## config.mk

```make
export PLATFORM = sky130hd
export DESIGN_NAME = wave_renderer_top
export DESIGN_NICKNAME = d
export VERILOG_FILES = /design/src/bus_pkg.sv /design/src/render_pkg.sv /design/src/height_accumulator.sv /design/src/phase_bank.sv /design/src/render_sequencer.sv /design/src/sine_wave_map.sv /design/src/wave_counter.sv /design/src/wave_renderer_top.sv /design/src/wb_register_file.sv
export SDC_FILE = /design/constraint.sdc
export NUM_CORES = 1
export LEC_CHECK = 0
export BUFFER_PORTS_ARGS = -buffer_cell sky130_fd_sc_hd__buf_4
export CORE_UTILIZATION = 67
export DETAILED_ROUTE_END_ITERATION = 10
export PLACE_DENSITY = 0.86
export SLEW_MARGIN = 0
export SYNTH_ARGS = -nofsm -noshare
export SYNTH_HDL_FRONTEND = slang
export SYNTH_SLANG_ARGS = --single-unit
```

## constraint.sdc

```tcl
create_clock -name clk -period 12.4 [get_ports clk]
set_clock_uncertainty 0.1 [all_clocks]
set_input_delay 1.24 -clock clk [delete_from_list [all_inputs] [get_ports clk]]
set_output_delay 1.24 -clock clk [all_outputs]
set_load 0.02 [all_outputs]
```

## src/bus_pkg.sv

```systemverilog
package bus_pkg;

	localparam int WB_ADR_BITS = 4;
	localparam int WB_DAT_BITS = 16;

	// wishbone classic, master side
	typedef struct packed {
		logic cyc;
		logic stb;
		logic we;
		logic [WB_ADR_BITS-1:0] adr;
		logic [WB_DAT_BITS-1:0] dat_w;
	} wb_req_t;

	typedef struct packed {
		logic ack;
		logic [WB_DAT_BITS-1:0] dat_r;
	} wb_rsp_t;

	// register map, 5..7 are unused and read 0
	typedef enum logic [WB_ADR_BITS-1:0] {
		MODE    = 4'd0,
		START   = 4'd1,
		STATUS  = 4'd2,
		HEIGHT  = 4'd3,
		COLOR   = 4'd4,
		PHASE0  = 4'd8,
		PHASE1  = 4'd9,
		PHASE2  = 4'd10,
		PHASE3  = 4'd11,
		DPHASE0 = 4'd12,
		DPHASE1 = 4'd13,
		DPHASE2 = 4'd14,
		DPHASE3 = 4'd15
	} reg_addr_e;

endpackage

```

## src/render_pkg.sv

```systemverilog
package render_pkg;

	// ======================================================================
	// data path widths
	// ======================================================================

	localparam int PHASE_BITS = 16;
	// signed per-step increment, sign-extended onto the phase
	localparam int DPHASE_BITS = 12;
	localparam int WAVE_INDEX_BITS = 2;

	// sine table: 4 index bits with 2 quadrant bits above them
	localparam int SINE_IN_BITS = 4;
	localparam int SINE_OUT_BITS = 6;
	localparam int MAP_IN_BITS = SINE_IN_BITS + 2;

	localparam int ZG_BITS = 10;
	localparam int SHADE_BITS = 4;
	localparam int SHADE_TERM_BITS = 2;
	localparam int CHANNEL_BITS = 3;

	// ======================================================================
	// types
	// ======================================================================

	typedef logic [PHASE_BITS-1:0] phase_t;
	typedef logic signed [DPHASE_BITS-1:0] dphase_t;

	// one wave's contribution, sample is one bit wider than the table entry
	typedef struct packed {
		logic signed [SINE_OUT_BITS:0] y;
		logic [SHADE_TERM_BITS-1:0] shade;
	} wave_sample_t;

	typedef struct packed {
		logic [CHANNEL_BITS-1:0] r;
		logic [CHANNEL_BITS-1:0] g;
		logic [CHANNEL_BITS-1:0] b;
	} color_t;

	// sharp sits in bit 0
	typedef struct packed {
		logic semi_sharp;
		logic sharp;
	} sine_mode_t;

	// host writes into the phase bank
	typedef struct packed {
		logic we;
		logic [WAVE_INDEX_BITS-1:0] wave;
		phase_t data;
	} phase_wr_t;

	typedef struct packed {
		logic we;
		logic [WAVE_INDEX_BITS-1:0] wave;
		dphase_t data;
	} dphase_wr_t;

	typedef enum logic [1:0] {
		IDLE,
		EVAL,
		COMMIT
	} seq_state_e;

endpackage

```

## src/height_accumulator.sv

```systemverilog
`timescale 1ns/100ps

module height_accumulator (
	input  logic clk,
	input  logic reset,
	input  render_pkg::wave_sample_t sample,
	input  logic [render_pkg::WAVE_INDEX_BITS-1:0] wave_index,
	input  logic step_en,
	input  logic commit,
	output logic [render_pkg::ZG_BITS-1:0] height,
	output logic [render_pkg::SHADE_BITS-1:0] shade,
	output render_pkg::color_t color,
	output logic result_valid
);

	localparam int ZG_BITS = render_pkg::ZG_BITS;
	localparam int CH_BITS = render_pkg::CHANNEL_BITS;

	logic signed [ZG_BITS-1:0] y_ext;
	logic signed [ZG_BITS-1:0] delta;
	logic [ZG_BITS-1:0] height_acc;
	logic [ZG_BITS-1:0] height_sum;
	logic [render_pkg::SHADE_BITS-1:0] shade_acc;
	logic [render_pkg::SHADE_BITS-1:0] shade_sum;
	logic [CH_BITS:0] l;
	logic [CH_BITS-1:0] r0;

	// later waves contribute less, one bit per wave index
	assign y_ext = sample.y;
	assign delta = y_ext >>> wave_index;

	// the first wave starts from mid range
	assign height_sum = (wave_index == '0 ? ZG_BITS'(1 << (ZG_BITS - 1)) : height_acc)
		+ delta;
	assign shade_sum = (wave_index == '0 ? '0 : shade_acc) + sample.shade;

	always_ff @(posedge clk) begin
		if (step_en) begin
			height_acc <= height_sum;
			shade_acc <= shade_sum;
		end
	end

	// results hold until the next pass commits
	always_ff @(posedge clk) begin
		if (reset) begin
			height <= '0;
			shade <= '0;
			result_valid <= 1'b0;
		end else if (commit) begin
			height <= height_acc;
			shade <= shade_acc;
			result_valid <= 1'b1;
		end
	end

	// ======================================================================
	// colour shading
	// ======================================================================

	// low ground is bright, red only shows in the brightest half
	assign l = ~height[ZG_BITS-1 -: CH_BITS+1];
	assign r0 = l[CH_BITS] ? l[CH_BITS-1:0] : '0;
	assign color.g = shade[render_pkg::SHADE_BITS-1 -: CH_BITS];
	assign color.r = (r0 < color.g) ? r0 : color.g;
	assign color.b = ~height[ZG_BITS-1 -: CH_BITS];

endmodule

```

## src/phase_bank.sv

```systemverilog
`timescale 1ns/100ps

module phase_bank #(
	parameter int NUM_WAVES = 3
) (
	input  logic clk,
	input  logic reset,
	input  render_pkg::phase_wr_t phase_wr,
	input  render_pkg::dphase_wr_t dphase_wr,
	input  logic [render_pkg::WAVE_INDEX_BITS-1:0] wave_index,
	input  logic step_en,
	output render_pkg::phase_t curr_phase,
	output render_pkg::phase_t [NUM_WAVES-1:0] phases,
	output render_pkg::dphase_t [NUM_WAVES-1:0] dphases
);

	localparam int EXT_BITS = render_pkg::PHASE_BITS - render_pkg::DPHASE_BITS;

	render_pkg::dphase_t curr_dphase;
	render_pkg::phase_t dphase_ext;
	render_pkg::phase_t next_phase;

	// select the active wave, indices past the last wave read as zero
	always_comb begin
		curr_phase = '0;
		curr_dphase = '0;
		for (int i = 0; i < NUM_WAVES; i++) begin
			if (wave_index == i) begin
				curr_phase = phases[i];
				curr_dphase = dphases[i];
			end
		end
	end

	// signed step, wraps modulo 2^16
	assign dphase_ext = {{EXT_BITS{curr_dphase[render_pkg::DPHASE_BITS-1]}}, curr_dphase};
	assign next_phase = curr_phase + dphase_ext;

	always_ff @(posedge clk) begin
		if (reset) begin
			phases <= '0;
			dphases <= '0;
		end else begin
			for (int i = 0; i < NUM_WAVES; i++) begin
				// host writes are held off while busy, so the step wins
				if (step_en && wave_index == i)
					phases[i] <= next_phase;
				else if (phase_wr.we && phase_wr.wave == i)
					phases[i] <= phase_wr.data;
				if (dphase_wr.we && dphase_wr.wave == i)
					dphases[i] <= dphase_wr.data;
			end
		end
	end

endmodule

```

## src/render_sequencer.sv

```systemverilog
`timescale 1ns/100ps

module render_sequencer (
	input  logic clk,
	input  logic reset,
	input  logic start,
	input  logic last,
	output logic busy,
	output logic step_en,
	output logic commit
);

	render_pkg::seq_state_e state;
	render_pkg::seq_state_e next_state;

	always_comb begin
		next_state = state;
		case (state)
			render_pkg::IDLE: begin
				if (start)
					next_state = render_pkg::EVAL;
			end
			// one wave per cycle until the last one has been stepped
			render_pkg::EVAL: begin
				if (step_en && last)
					next_state = render_pkg::COMMIT;
			end
			render_pkg::COMMIT: begin
				next_state = render_pkg::IDLE;
			end
			default: begin
				next_state = render_pkg::IDLE;
			end
		endcase
	end

	always_ff @(posedge clk) begin
		if (reset) begin
			state <= render_pkg::IDLE;
		end else begin
			state <= next_state;
		end
	end

	assign step_en = (state == render_pkg::EVAL);
	assign commit = (state == render_pkg::COMMIT);
	assign busy = (state != render_pkg::IDLE);

endmodule

```

## src/sine_wave_map.sv

```systemverilog
`timescale 1ns/100ps

module sine_wave_map (
	input  render_pkg::phase_t phase,
	input  render_pkg::sine_mode_t mode,
	output render_pkg::wave_sample_t sample
);

	localparam int IN_BITS = render_pkg::SINE_IN_BITS;
	localparam int OUT_BITS = render_pkg::SINE_OUT_BITS;

	logic [render_pkg::MAP_IN_BITS-1:0] map_in;
	logic q1;
	logic q0;
	logic use_sharp;
	logic [IN_BITS-1:0] idx;
	logic [IN_BITS-1:0] tab_x;
	logic [OUT_BITS-1:0] tab_y;
	logic [OUT_BITS:0] y_bits;

	// top phase bits: two quadrant bits, then the table index
	assign map_in = phase[render_pkg::PHASE_BITS-1 -: render_pkg::MAP_IN_BITS];
	assign q1 = map_in[IN_BITS+1];
	assign q0 = map_in[IN_BITS];
	assign idx = map_in[IN_BITS-1:0];

	// semi sharp only sharpens the lower half wave
	assign use_sharp = mode.sharp && (!mode.semi_sharp || q1);

	// fold the index back for falling quarters
	assign tab_x = idx ^ {IN_BITS{q0 ^ use_sharp}};

	// round(63 * sin((k + 0.5) * pi / 32))
	always_comb begin
		case (tab_x)
			4'd0:  tab_y = 6'd3;
			4'd1:  tab_y = 6'd9;
			4'd2:  tab_y = 6'd15;
			4'd3:  tab_y = 6'd21;
			4'd4:  tab_y = 6'd27;
			4'd5:  tab_y = 6'd32;
			4'd6:  tab_y = 6'd38;
			4'd7:  tab_y = 6'd42;
			4'd8:  tab_y = 6'd47;
			4'd9:  tab_y = 6'd51;
			4'd10: tab_y = 6'd54;
			4'd11: tab_y = 6'd57;
			4'd12: tab_y = 6'd59;
			4'd13: tab_y = 6'd61;
			4'd14: tab_y = 6'd62;
			default: tab_y = 6'd63;
		endcase
	end

	// q1 is the sign; the magnitude bits flip for the negative half
	assign y_bits = {q1, tab_y ^ {OUT_BITS{q1 ^ use_sharp}}};

	// rough cosine from the folded index
	assign sample = '{
		y: y_bits,
		shade: ~tab_x[IN_BITS-1 -: render_pkg::SHADE_TERM_BITS]
	};

endmodule

```

## src/wave_counter.sv

```systemverilog
`timescale 1ns/100ps

module wave_counter #(
	parameter int NUM_WAVES = 3
) (
	input  logic clk,
	input  logic reset,
	input  logic clear,
	input  logic step,
	input  logic commit,
	output logic [render_pkg::WAVE_INDEX_BITS-1:0] wave_index,
	output logic last,
	output logic [7:0] eval_count
);

	// wave being evaluated this cycle
	always_ff @(posedge clk) begin
		if (reset || clear) begin
			wave_index <= '0;
		end else if (step) begin
			wave_index <= wave_index + 1'b1;
		end
	end

	assign last = (wave_index == render_pkg::WAVE_INDEX_BITS'(NUM_WAVES - 1));

	// completed evaluations, wraps at 256
	always_ff @(posedge clk) begin
		if (reset) begin
			eval_count <= '0;
		end else if (commit) begin
			eval_count <= eval_count + 8'd1;
		end
	end

endmodule

```

## src/wave_renderer_top.sv

```systemverilog
`timescale 1ns/100ps

module wave_renderer_top #(
	parameter int NUM_WAVES = 3
) (
	input  logic clk,
	input  logic reset,
	input  bus_pkg::wb_req_t wb_req,
	output bus_pkg::wb_rsp_t wb_rsp
);

	// control
	logic start;
	logic busy;
	logic step_en;
	logic commit;
	logic last;
	logic [render_pkg::WAVE_INDEX_BITS-1:0] wave_index;
	logic [7:0] eval_count;

	// host side of the phase bank
	render_pkg::sine_mode_t mode;
	render_pkg::phase_wr_t phase_wr;
	render_pkg::dphase_wr_t dphase_wr;
	render_pkg::phase_t [NUM_WAVES-1:0] phases;
	render_pkg::dphase_t [NUM_WAVES-1:0] dphases;

	// data path
	render_pkg::phase_t curr_phase;
	render_pkg::wave_sample_t sample;
	logic [render_pkg::ZG_BITS-1:0] height;
	logic [render_pkg::SHADE_BITS-1:0] shade;
	render_pkg::color_t color;
	logic result_valid;

	wb_register_file #(.NUM_WAVES(NUM_WAVES)) regs (
		.clk(clk), .reset(reset),
		.wb_req(wb_req), .wb_rsp(wb_rsp),
		.start(start), .mode(mode),
		.phase_wr(phase_wr), .dphase_wr(dphase_wr),
		.phases(phases), .dphases(dphases),
		.busy(busy), .result_valid(result_valid), .eval_count(eval_count),
		.height(height), .shade(shade), .color(color)
	);

	render_sequencer seq (
		.clk(clk), .reset(reset),
		.start(start), .last(last),
		.busy(busy), .step_en(step_en), .commit(commit)
	);

	wave_counter #(.NUM_WAVES(NUM_WAVES)) counter (
		.clk(clk), .reset(reset),
		.clear(start), .step(step_en), .commit(commit),
		.wave_index(wave_index), .last(last), .eval_count(eval_count)
	);

	phase_bank #(.NUM_WAVES(NUM_WAVES)) bank (
		.clk(clk), .reset(reset),
		.phase_wr(phase_wr), .dphase_wr(dphase_wr),
		.wave_index(wave_index), .step_en(step_en),
		.curr_phase(curr_phase), .phases(phases), .dphases(dphases)
	);

	sine_wave_map sine_map (
		.phase(curr_phase), .mode(mode), .sample(sample)
	);

	height_accumulator acc (
		.clk(clk), .reset(reset),
		.sample(sample), .wave_index(wave_index),
		.step_en(step_en), .commit(commit),
		.height(height), .shade(shade), .color(color),
		.result_valid(result_valid)
	);

endmodule

```

## src/wb_register_file.sv

```systemverilog
`timescale 1ns/100ps

module wb_register_file #(
	parameter int NUM_WAVES = 3
) (
	input  logic clk,
	input  logic reset,
	input  bus_pkg::wb_req_t wb_req,
	output bus_pkg::wb_rsp_t wb_rsp,
	output logic start,
	output render_pkg::sine_mode_t mode,
	output render_pkg::phase_wr_t phase_wr,
	output render_pkg::dphase_wr_t dphase_wr,
	input  render_pkg::phase_t [NUM_WAVES-1:0] phases,
	input  render_pkg::dphase_t [NUM_WAVES-1:0] dphases,
	input  logic busy,
	input  logic result_valid,
	input  logic [7:0] eval_count,
	input  logic [render_pkg::ZG_BITS-1:0] height,
	input  logic [render_pkg::SHADE_BITS-1:0] shade,
	input  render_pkg::color_t color
);

	localparam int DAT_BITS = bus_pkg::WB_DAT_BITS;
	localparam int DPH_BITS = render_pkg::DPHASE_BITS;

	bus_pkg::reg_addr_e addr;
	logic [render_pkg::WAVE_INDEX_BITS-1:0] wave_sel;
	logic wave_ok;
	logic access;
	logic wr_access;
	logic wr_wave;
	logic ack;
	logic [DAT_BITS-1:0] dat_r;
	logic [DAT_BITS-1:0] rd_data;
	render_pkg::phase_t phase_rd;
	render_pkg::dphase_t dphase_rd;

	assign addr = bus_pkg::reg_addr_e'(wb_req.adr);
	assign wave_sel = wb_req.adr[render_pkg::WAVE_INDEX_BITS-1:0];
	assign wave_ok = (int'(wave_sel) < NUM_WAVES);

	// a new cycle is seen once, ack closes it on the next edge
	assign access = wb_req.cyc && wb_req.stb && !ack;
	assign wr_access = access && wb_req.we;
	// phase registers are frozen during an evaluation
	assign wr_wave = wr_access && !busy && wave_ok;

	// ======================================================================
	// writes land at the ack edge
	// ======================================================================

	assign phase_wr = '{
		we: wr_wave && (addr inside {bus_pkg::PHASE0, bus_pkg::PHASE1,
			bus_pkg::PHASE2, bus_pkg::PHASE3}),
		wave: wave_sel,
		data: wb_req.dat_w
	};

	assign dphase_wr = '{
		we: wr_wave && (addr inside {bus_pkg::DPHASE0, bus_pkg::DPHASE1,
			bus_pkg::DPHASE2, bus_pkg::DPHASE3}),
		wave: wave_sel,
		data: wb_req.dat_w[DPH_BITS-1:0]
	};

	always_ff @(posedge clk) begin
		if (reset) begin
			ack <= 1'b0;
			start <= 1'b0;
			mode <= '0;
		end else begin
			ack <= access;
			// start while busy is simply acked
			start <= wr_access && addr == bus_pkg::START && !busy;
			if (wr_access && addr == bus_pkg::MODE)
				mode <= render_pkg::sine_mode_t'(wb_req.dat_w[1:0]);
		end
	end

	// ======================================================================
	// read side
	// ======================================================================

	always_comb begin
		phase_rd = '0;
		dphase_rd = '0;
		for (int i = 0; i < NUM_WAVES; i++) begin
			if (wave_sel == i) begin
				phase_rd = phases[i];
				dphase_rd = dphases[i];
			end
		end
	end

	always_comb begin
		case (addr)
			bus_pkg::MODE:
				rd_data = DAT_BITS'(mode);
			// busy, valid, then the count in the high byte
			bus_pkg::STATUS:
				rd_data = {eval_count, 6'b0, result_valid, busy};
			bus_pkg::HEIGHT:
				rd_data = DAT_BITS'(height);
			bus_pkg::COLOR:
				rd_data = {shade, 3'b0, color};
			bus_pkg::PHASE0, bus_pkg::PHASE1, bus_pkg::PHASE2, bus_pkg::PHASE3:
				rd_data = phase_rd;
			// zero filled, not sign extended
			bus_pkg::DPHASE0, bus_pkg::DPHASE1, bus_pkg::DPHASE2, bus_pkg::DPHASE3:
				rd_data = {{(DAT_BITS - DPH_BITS){1'b0}}, dphase_rd};
			default:
				rd_data = '0;
		endcase
	end

	// read data only has to be valid with ack
	always_ff @(posedge clk) begin
		if (access)
			dat_r <= rd_data;
	end

	assign wb_rsp = '{ack: ack, dat_r: dat_r};

endmodule
```

-- After elaboration in Yosys (flattened, before gate mapping)
Memories as Yosys holds them, arrays and structs flattened.
Index checks and enable logic that the tools add are counted.
- shift-type cells: 1
- reductions and logical operators: 38
- order comparisons: 2
- equality and inequality tests: 20
- $add $sub $neg: 5
- muxes and demuxes: 26
- bitwise gates (word level): 7
- operators with widths (kind ; number):
    $mux W16 ; 12
    $pmux W16 S6 ; 1
    $mux W12 ; 6
    $eq A4 B4 Y1 const B ; 8
    $logic_and A1 B1 Y1 ; 20
    $add A16 B16 Y16 ; 1
    $add A10 B10 Y10 ; 1
    $mux W10 ; 1
    $sshr A7 B2 Y10 ; 1
    $add A8 B1 Y8 const B ; 1
    $eq A4 B2 Y1 const B ; 2
    $reduce_bool A2 Y1 ; 4
    $reduce_bool A4 Y1 ; 2
    $reduce_or A4 Y1 ; 2
    $eq A2 B1 Y1 const B ; 3
    $eq A2 B2 Y1 const B ; 3
    $logic_not A2 Y1 ; 3
    $mux W3 ; 2
    $xor A6 B6 Y6 ; 1
    $add A4 B2 Y4 ; 1
    $eq A4 B1 Y1 const B ; 1
    $eq A4 B3 Y1 const B ; 1
    $logic_not A4 Y1 ; 1
    $mux W2 ; 2
    14 further kinds ; 19
- memories kept: 1
- word-level logic and storage cells: 119
- bits in read-only memories: 96
- flip-flop bits (word level): 145
- input port bits: 25
- memories (memory ; depth ; bits a word ; rd ports ; clocked after Yosys merged registers in ; write ports ; RTL line ; text):
    (name not given) ; 16 ; 6 ; 1 ; 0 ; 0 ; sine_wave_map.sv:35 ; case (tab_x)

-- Logic depth before layout (Yosys ltp)
Gate-level depths: netlist of run 1.
An unclocked memory read counts as a cell.
- word-level depth: 12
- mapped depth: 27
- depth with buffers taken out: 24

-- Modules after synthesis
A second synthesis of run 1 with hierarchy kept.
- cell total of the unflattened synthesis: 1032
- area, all modules: 9690.5 um^2
- by module, submodules not included (module ; seq. area each (um^2) ; instances ; area each (um^2) ; cells an instance):
    phase_bank ; 1681.6 ; 1 ; 4785.8 ; 520
    wb_register_file ; 560.5 ; 1 ; 2082.0 ; 203
    height_accumulator ; 720.7 ; 1 ; 1764.2 ; 180
    sine_wave_map ; 0.0 ; 1 ; 536.8 ; 74
    wave_counter ; 200.2 ; 1 ; 421.7 ; 45
    render_sequencer ; 40.0 ; 1 ; 100.1 ; 10

-- Worst setup path before layout of run 1
OpenSTA, ideal clock, no wires.
- kind: flip-flop to flip-flop
- from: register counter.wave_index[0] (netlist name)
- to: register acc.height_acc[9], data pin
- cell stages (with the launch flop): 27
- library setup time: 0.259 ns
- path slack: 6.693 ns
- clock period less this slack: 5.707 ns
- arrival time: 5.348 ns
- required time: 12.041 ns
- cells stage by stage: dfxtp_1 clkbuf_1 inv_1 ha_1 buf_2 and3b_1 a2111oi_4 o21a_1 nor2_1 buf_6 xnor2_1 inv_1 ha_1 and3_1 a21boi_0 o211ai_1 mux4_2 xnor2_1 ha_1 a21o_1 a21oi_1 o21bai_1 a21oi_1 o21ai_0 a21o_1 a21oi_1 xnor2_1
- longest elaborated chain between the ends: 12
- elaborated cells between the ends (all ways): 16
- ends and longest elaborated chain (item ; RTL line ; text):
    start, declared ; wave_counter.sv:11 ; output logic [render_pkg::WAVE_INDEX_BITS-1:0] wave_index,
    start signal, assigned ; wave_counter.sv:21 ; wave_index <= wave_index + 1'b1;
    $logic_not A2 Y1 ; height_accumulator.sv:33, phase_bank.sv:28 ;
    $mux W16 (3 in a row) ; phase_bank.sv:28 ; if (wave_index == i) begin
    $logic_or A1 B1 Y1 ; sine_wave_map.sv:28 ; assign use_sharp = mode.sharp && (!mode.semi_sharp || q1);
    $logic_and A1 B1 Y1 ; sine_wave_map.sv:28 ;
    $xor A1 B1 Y1 ; sine_wave_map.sv:31 ; assign tab_x = idx ^ {IN_BITS{q0 ^ use_sharp}};
    $xor A4 B4 Y4 ; sine_wave_map.sv:31 ;
    $mem_v2 Z16 W6 ; - ;
    $xor A6 B6 Y6 ; sine_wave_map.sv:56 ; assign y_bits = {q1, tab_y ^ {OUT_BITS{q1 ^ use_sharp}}};
    $sshr A7 B2 Y10 ; height_accumulator.sv:30 ; assign delta = y_ext >>> wave_index;
    $add A10 B10 Y10 (*) ; height_accumulator.sv:34 ; + delta;
    via acc.height_sum[9] ; height_accumulator.sv:22 ; logic [ZG_BITS-1:0] height_sum;
    end signal, assigned ; height_accumulator.sv:39 ; height_acc <= height_sum;
    end, declared ; height_accumulator.sv:21 ; logic [ZG_BITS-1:0] height_acc;
Mark *: on every way through the listed nets, which the timed path passes. The rest lies on a longest branch.
A chain may end at the register's enable or synchronous reset.

-- Worst setup path after layout of run 1
Ends and elaborated chain as after synthesis.

==> results of run 1 <==
## registers in the layout, indices dropped and copies added, names as in the netlist
signal	count
acc.height_acc	10
regs.ack	1
bank.phases	48
acc.height	10
regs.mode	2
counter.wave_index	2
acc.result_valid	1
acc.shade_acc	4
bank.dphases	36
seq.state	2
acc.shade	4
counter.eval_count	8
regs.dat_r	16
regs.start	1
## worst paths after layout
kind                                                         start                           to  slack, ns  cells past startpoint
worst max-delay path            counter.wave_index[0]$_SDFFE_PP0N_  acc.height_acc[9]$_DFFE_PN_       5.42                     24
worst min-delay path                           regs.ack$_SDFF_PP0_          regs.ack$_SDFF_PP0_       0.35                      1
worst max register to register  counter.wave_index[0]$_SDFFE_PP0N_  acc.height_acc[9]$_DFFE_PN_       5.42                     24
worst min register to register                 regs.ack$_SDFF_PP0_          regs.ack$_SDFF_PP0_       0.35                      1
## kinds of logic after synthesis
logic type | share of synthesized area, %
AOI/OAI and AO/OA | 21.6
xor gates and xnor gates | 3.61
adders and majority gates | 6.11
buffers and inverters | 4.40
DFF | 35.7
muxes | 8.34
and+or+nand+nor | 20.2
## area by class of cell
type / instances / area [um^2]
Clock buffer: 22 / 528
Inverter: 21 / 78.8
Sequential cell: 145 / 3200
Multi-Input combinational cell: 882 / 5390
Fill cell: 925 / 2930
Clock inverter: 10 / 91.3
Tap cell: 172 / 215
Timing Repair Buffer: 52 / 390
## per-layer routing
layer,GRT usage [%],vias to the layer above,part of all wire (%)
met5,0,-,0.035
met4,17.6,2,3.6
met3,8.87,96,12
met2,57.9,567,44
met1,50.8,4010,41
li1,-,3980,-
## cell usage after synthesis (all sizes together), types with 6 or more instances
| master | instances | area [um^2] |
|---|---|---|
| a211oi | 28 | 210 |
| a21o | 17 | 128 |
| a21oi | 129 | 649 |
| a22oi | 17 | 128 |
| a311oi | 12 | 105 |
| and3 | 8 | 50.1 |
| buf | 20 | 97.6 |
| clkbuf | 58 | 218 |
| dfxtp | 115 | 2300 |
| edfxtp | 30 | 901 |
| ha | 39 | 488 |
| inv | 21 | 78.8 |
| mux2i | 62 | 624 |
| nand2 | 181 | 679 |
| nand2b | 9 | 56.3 |
| nand3 | 16 | 80.1 |
| nand3b | 6 | 45.0 |
| nand4 | 9 | 56.3 |
| nor2 | 140 | 526 |
| nor2b | 18 | 113 |
| nor3 | 18 | 90.1 |
| o211ai | 6 | 45.0 |
| o21a | 7 | 52.6 |
| o21ai | 56 | 280 |
| xnor2 | 23 | 201 |
| xor2 | 14 | 123 |
## power groups by stage
| stage | clock network [mW] | registers (mW) | logic (mW) |
|---|---|---|---|
| floorplan | 0 | 0.498 | 0.0312 |
| global placement | 0 | 0.496 | 0.0549 |
| detailed placement | 0 | 0.496 | 0.0558 |
| CTS | 0.529 | 0.486 | 0.0561 |
| global route | 0.546 | 0.486 | 0.0609 |
| finish | 0.529 | 0.486 | 0.0582 |
==> reports/results.ini, run 1 <==
[outcome]
outcome=complete, no violations

[critical_path]
path_delay_family=compound AO/OA/AOI/OAI gates
arrival_ns=7.05
crit_type=reg2reg
worstSetupEndpointType=flop
crit_required_ns=12.47
critPathLaunchType=flop
cpPeakStageDelay_ns=0.71
path_cells=inv_1 > ha_2 > buf_4 > inv_1 > o31ai_1 > nor3_1 > nor2_1 > xnor2_1 > inv_1 > ha_1 > and3_1 > a21boi_0 > o211ai_1 > mux4_2 > xnor2_1 > ha_1 > a21o_1 > a21oi_1 > o21bai_1 > a21oi_1 > o21ai_0 > a21o_1 > a21oi_1 > xnor2_1
path_buf_inv=4
crit_slowest_cell=nor2_1
critPathMaxFanout=55

[layout]
diodes=0
drive_above_1_share_pct=9.36
mostFrequentLayoutCell=nand2_1
layout_common_cells=nand2_1 (181), nor2_1 (140), a21oi_1 (128)
nets=1186
layoutNonFillerInstCount=1304
syn_to_final_growth_pct=10.4
fin_area_um2=9900
final_util_pct=77.2

[cts]
post_cts_resized=0
cts_tree=yes
post_cts_buffers=0
clkLatencyLatePin_ns=0.43
cts_sinks=145
cts_hold_buf=0
cts-buffers-inserted=17
path_clk_slew_ns=0.06
clockBufferDepth=2
cts_root_buf=clkbuf_16
htreeDepth=4

[placement]
place_congestion=0.953
dp_hpwl_mm=16.8
portBuffers=41
pre_cts_slack_ns=5.47
placedCellCount=1272
dpl-instance-area_um2=9280

[grt]
grt_pass1_vias=7923
grt_max_degree=73
antenna_found_initial=1
grt_remaining_overflow=0
grt_pass1_wl_mm=41.6
grt_usage_pct=37.9

[route]
vias=8655
vias_per_cell=6.64
drcViolationCount=0
wl_per_cell_um=19.9
drtIter0Drc=1200
routed_wl_mm=26.0
drt_first_pass_iters=6
drtAntennaViolNets=0

[sta]
drv_slew=0
final-hold-violation-count=0
setup_viol=0
hold_ws_ns=0.348
timing.fmax_mhz=143
rsz0062_at_grt=false
tightest_slew_ns=1.31
worst_slack_ns=5.42
finalCritPeriodShare_pct=56.3
worst_slew_margin_rel_pct=12.5
fin_setup_tns_ns=0
period_needed_ns=6.98

[yosys]
yosys_register_bits=145
synth_edf_count=30
synth_cell_type_count=61
async_reset_ff_share_pct=0
syn_area_per_cell_um2=7.96
ys_seq_area_share_pct=35.7
synth_area_um2=8970
syn_inst=1126
ys.flop_type=dfxtp_1
yosysWarningCount=0
synth_nets=1193

[power]
switchingPower_mw=0.248
p_seq_share_pct=45.3
ir_drop_mv=0.104
power_leakage_nw=3.82
cellPowerDensity_nw_per_um2=108
power.share.clock_pct=49.3
swShare_pct=23.1
intPower_mw=0.825
total_power_mw=1.07
pwr-share-comb_pct=5.4

[floorplan]
die_y_um=118
num_rows=41
dieArea_um2=13900
core_area_um2=12800
start_util_pct=69.9
die_w_um=118
pin_count=42

[flow_run]
cap_violations=0

[min_path]
hold_path.class=reg2reg

Note: power is estimated with default switching activity, not from simulation.
==> inputs of run 2 (changes only) <==
Settings changed: CORE_UTILIZATION 67 to 56, PLACE_DENSITY 0.86 to 0.77.
Clock period 12.4 ns to 6.1 ns, I/O delays scaled along.
==> run 2 against run 1 <==
Highest routed layer is now met4. Clock-buffer cell count unchanged. Cell area rose by 1.6%. Clock power up 120%.
==> reports/results.ini, run 2 (synthesized netlist as in run 1, its figures left out) <==
[outcome]
outcome=complete, no violations  ; unchanged

[placement]
pre_cts_slack_ns=0.237  ; was 5.47 ns
dp_hpwl_mm=17.4  ; was 16.8 mm
portBuffers=41  ; unchanged
placedCellCount=1319  ; was 1272
place_congestion=0.942  ; was 0.953

[grt]
grt_pass1_vias=7586  ; was 7923
antenna_found_initial=0  ; was 1
grt_max_degree=88  ; was 73
grt_pass1_wl_mm=41.2  ; was 41.6 mm
grt_remaining_overflow=0  ; unchanged
grt_usage_pct=32.4  ; was 37.9%

[sta]
worst_slack_ns=0.378  ; was 5.42 ns
tightest_slew_ns=1.14  ; was 1.31 ns
setup_viol=0  ; unchanged
fin_setup_tns_ns=0  ; unchanged
timing.fmax_mhz=175  ; was 143 MHz
worst_slew_margin_rel_pct=24.1  ; was 12.5%
hold_ws_ns=0.331  ; was 0.348 ns
rsz0062_at_grt=false  ; unchanged
period_needed_ns=5.72  ; was 6.98 ns
finalCritPeriodShare_pct=93.8  ; was 56.3%
final-hold-violation-count=0  ; unchanged
drv_slew=0  ; unchanged

[route]
wl_per_cell_um=19.5  ; was 19.9 um
drtAntennaViolNets=0  ; unchanged
drcViolationCount=0  ; unchanged
drtIter0Drc=1133  ; was 1200
vias=8590  ; was 8655
vias_per_cell=6.36  ; was 6.64
drt_first_pass_iters=8  ; was 6
routed_wl_mm=26.4  ; was 26.0 mm

[flow_run]
cap_violations=0  ; unchanged

[layout]
drive_above_1_share_pct=10.4  ; was 9.36%
nFillCells=1327  ; was 925
nets=1194  ; was 1186
reg_top3=bank.phases (48), bank.dphases (36), regs.dat_r (16)  ; unchanged
layoutNonFillerInstCount=1351  ; was 1304
mostFrequentLayoutCell=nand2_1  ; unchanged
diodes=0  ; unchanged
top_register=bank.phases  ; unchanged
layout_common_cells=nand2_1 (181), nor2_1 (139), a21oi_1 (128)  ; was nand2_1 (181), nor2_1 (140), a21oi_1 (128)
largest_reg_flops=48  ; unchanged
syn_to_final_growth_pct=12.1  ; was 10.4%

[floorplan]
core_area_um2=15400  ; was 12800 um^2
dieArea_um2=16500  ; was 13900 um^2
num_rows=45  ; was 41
pin_count=42  ; unchanged
die_y_um=129  ; was 118 um
die_w_um=129  ; was 118 um
start_util_pct=58.1  ; was 69.9%

[critical_path]
critPathLaunchType=flop  ; unchanged
crit_required_ns=6.18  ; was 12.47 ns
cpPeakStageDelay_ns=0.50  ; was 0.71 ns
arrival_ns=5.81  ; was 7.05 ns
reg2regPathDepth=23  ; was 24
crit_slowest_cell=mux4_2  ; was nor2_1
critPathMaxFanout=6  ; was 55
worstSetupEndpointType=flop  ; unchanged
crit_type=reg2reg  ; unchanged
path_cells=inv_1 > ha_1 > and3b_1 > a2111oi_4 > o21a_1 > nor2_2 > xnor2_2 > inv_1 > ha_1 > and3_1 > a21boi_0 > o211ai_1 > mux4_2 > xnor2_1 > ha_1 > a21o_1 > a21oi_1 > o21bai_1 > a21oi_1 > o21ai_0 > a21o_1 > a21oi_1 > xnor2_1  ; was inv_1 > ha_2 > buf_4 > inv_1 > o31ai_1 > nor3_1 > nor2_1 > xnor2_1 > inv_1 > ha_1 > and3_1 > a21boi_0 > o211ai_1 > mux4_2 > xnor2_1 > ha_1 > a21o_1 > a21oi_1 > o21bai_1 > a21oi_1 > o21ai_0 > a21o_1 > a21oi_1 > xnor2_1

[min_path]
whs_path_depth=3  ; was 1
hold_path.class=in2reg  ; was reg2reg

[cts]
clockBufferDepth=2  ; unchanged
cts_root_buf=clkbuf_16  ; unchanged
clkLatencyLatePin_ns=0.44  ; was 0.43 ns
path_clk_slew_ns=0.06  ; about the same
cts_sinks=145  ; unchanged
post_cts_buffers=0  ; unchanged
cts_hold_buf=0  ; unchanged
cts_tree=yes  ; unchanged
cts-buffers-inserted=17  ; unchanged
htreeDepth=4  ; unchanged

[power]
ir_drop_mv=0.214  ; was 0.104 mV
power_leakage_nw=3.89  ; was 3.82 nW
total_power_mw=2.24  ; was 1.07 mW
cellPowerDensity_nw_per_um2=223  ; was 108 nW/um^2

-- run 2: cell types whose count changed in the layout (fill, tap and decap cells not counted), moves of 2 or more --
cell / delta
clkinvlp_4: -3
bufinv_16: +3
clkbuf_16: -2
buf_4: +8
clkbuf_1: +3
-- run 2: final cells by class --
type                       instances  area (um^2)  share of cell area (%)
multi-input combinational        882         5430                    54.0
sequential                       145         3200                    31.9
clock buffer                      22          475                    4.73
timing repair buffer              60          450                    4.48
tap                              211          264                    2.63
clock inverter                    10          155                    1.54
inverter                          21         78.8                   0.784
-- run 2: path summary, 6_finish.rpt --
check	startpoint	slack [ns]	endpoint
hold reg to reg	regs.ack$_SDFF_PP0_	0.34	regs.ack$_SDFF_PP0_
setup / recovery	counter.wave_index[0]$_SDFFE_PP0N_	0.38	acc.height_acc[9]$_DFFE_PN_
hold / removal	wb_req[21]	0.33	regs.ack$_SDFF_PP0_
setup reg to reg	counter.wave_index[0]$_SDFFE_PP0N_	0.38	acc.height_acc[9]$_DFFE_PN_
-- run 2: routing by layer --
metal,part of all wire (%),up-vias,GRT usage (%)
li1,-,3985,-
met1,42,4053,45.0
met2,44,473,49.5
met3,11,79,6.61
met5,0,-,0
met4,2.9,0,12.5
-- run 2: critical path, delay by kind of cell, from the launching register on --
kind | cells | cell delay (ns)
flip-flops | 1 | 0.40
AO/OA/AOI/OAI | 11 | 2.22
adder cells (fa/ha/maj) | 3 | 0.85
XOR/XNOR | 3 | 0.61
AND/OR/NAND/NOR | 3 | 0.50
multiplexers | 1 | 0.50
buffers and inverters | 2 | 0.30
-- run 2: timing repair --
| action | 4_1_cts | 5_1_grt |
|---|---|---|
| resized for setup | 0 | 7 |
| hold endpoints to repair | 0 | 0 |
| setup endpoints to repair | 0 | 2 |
-- run 2: report_power, final --
| group | internal (mW) | switching [mW] | total [mW] |
|---|---|---|---|
| clock network | 0.717 | 0.419 | 1.14 |
| logic | 0.0377 | 0.0818 | 0.120 |
| registers | 0.984 | 0.00356 | 0.987 |
| total | 1.74 | 0.504 | 2.24 |
-- run 2: metrics by stage --
stage	util [%]	instance area, um^2
floorplan	-	8970
global placement	60.9	9390
detailed placement	60.9	9390
CTS	64.9	10000
global route	65.2	10100
finish	65.2	10100
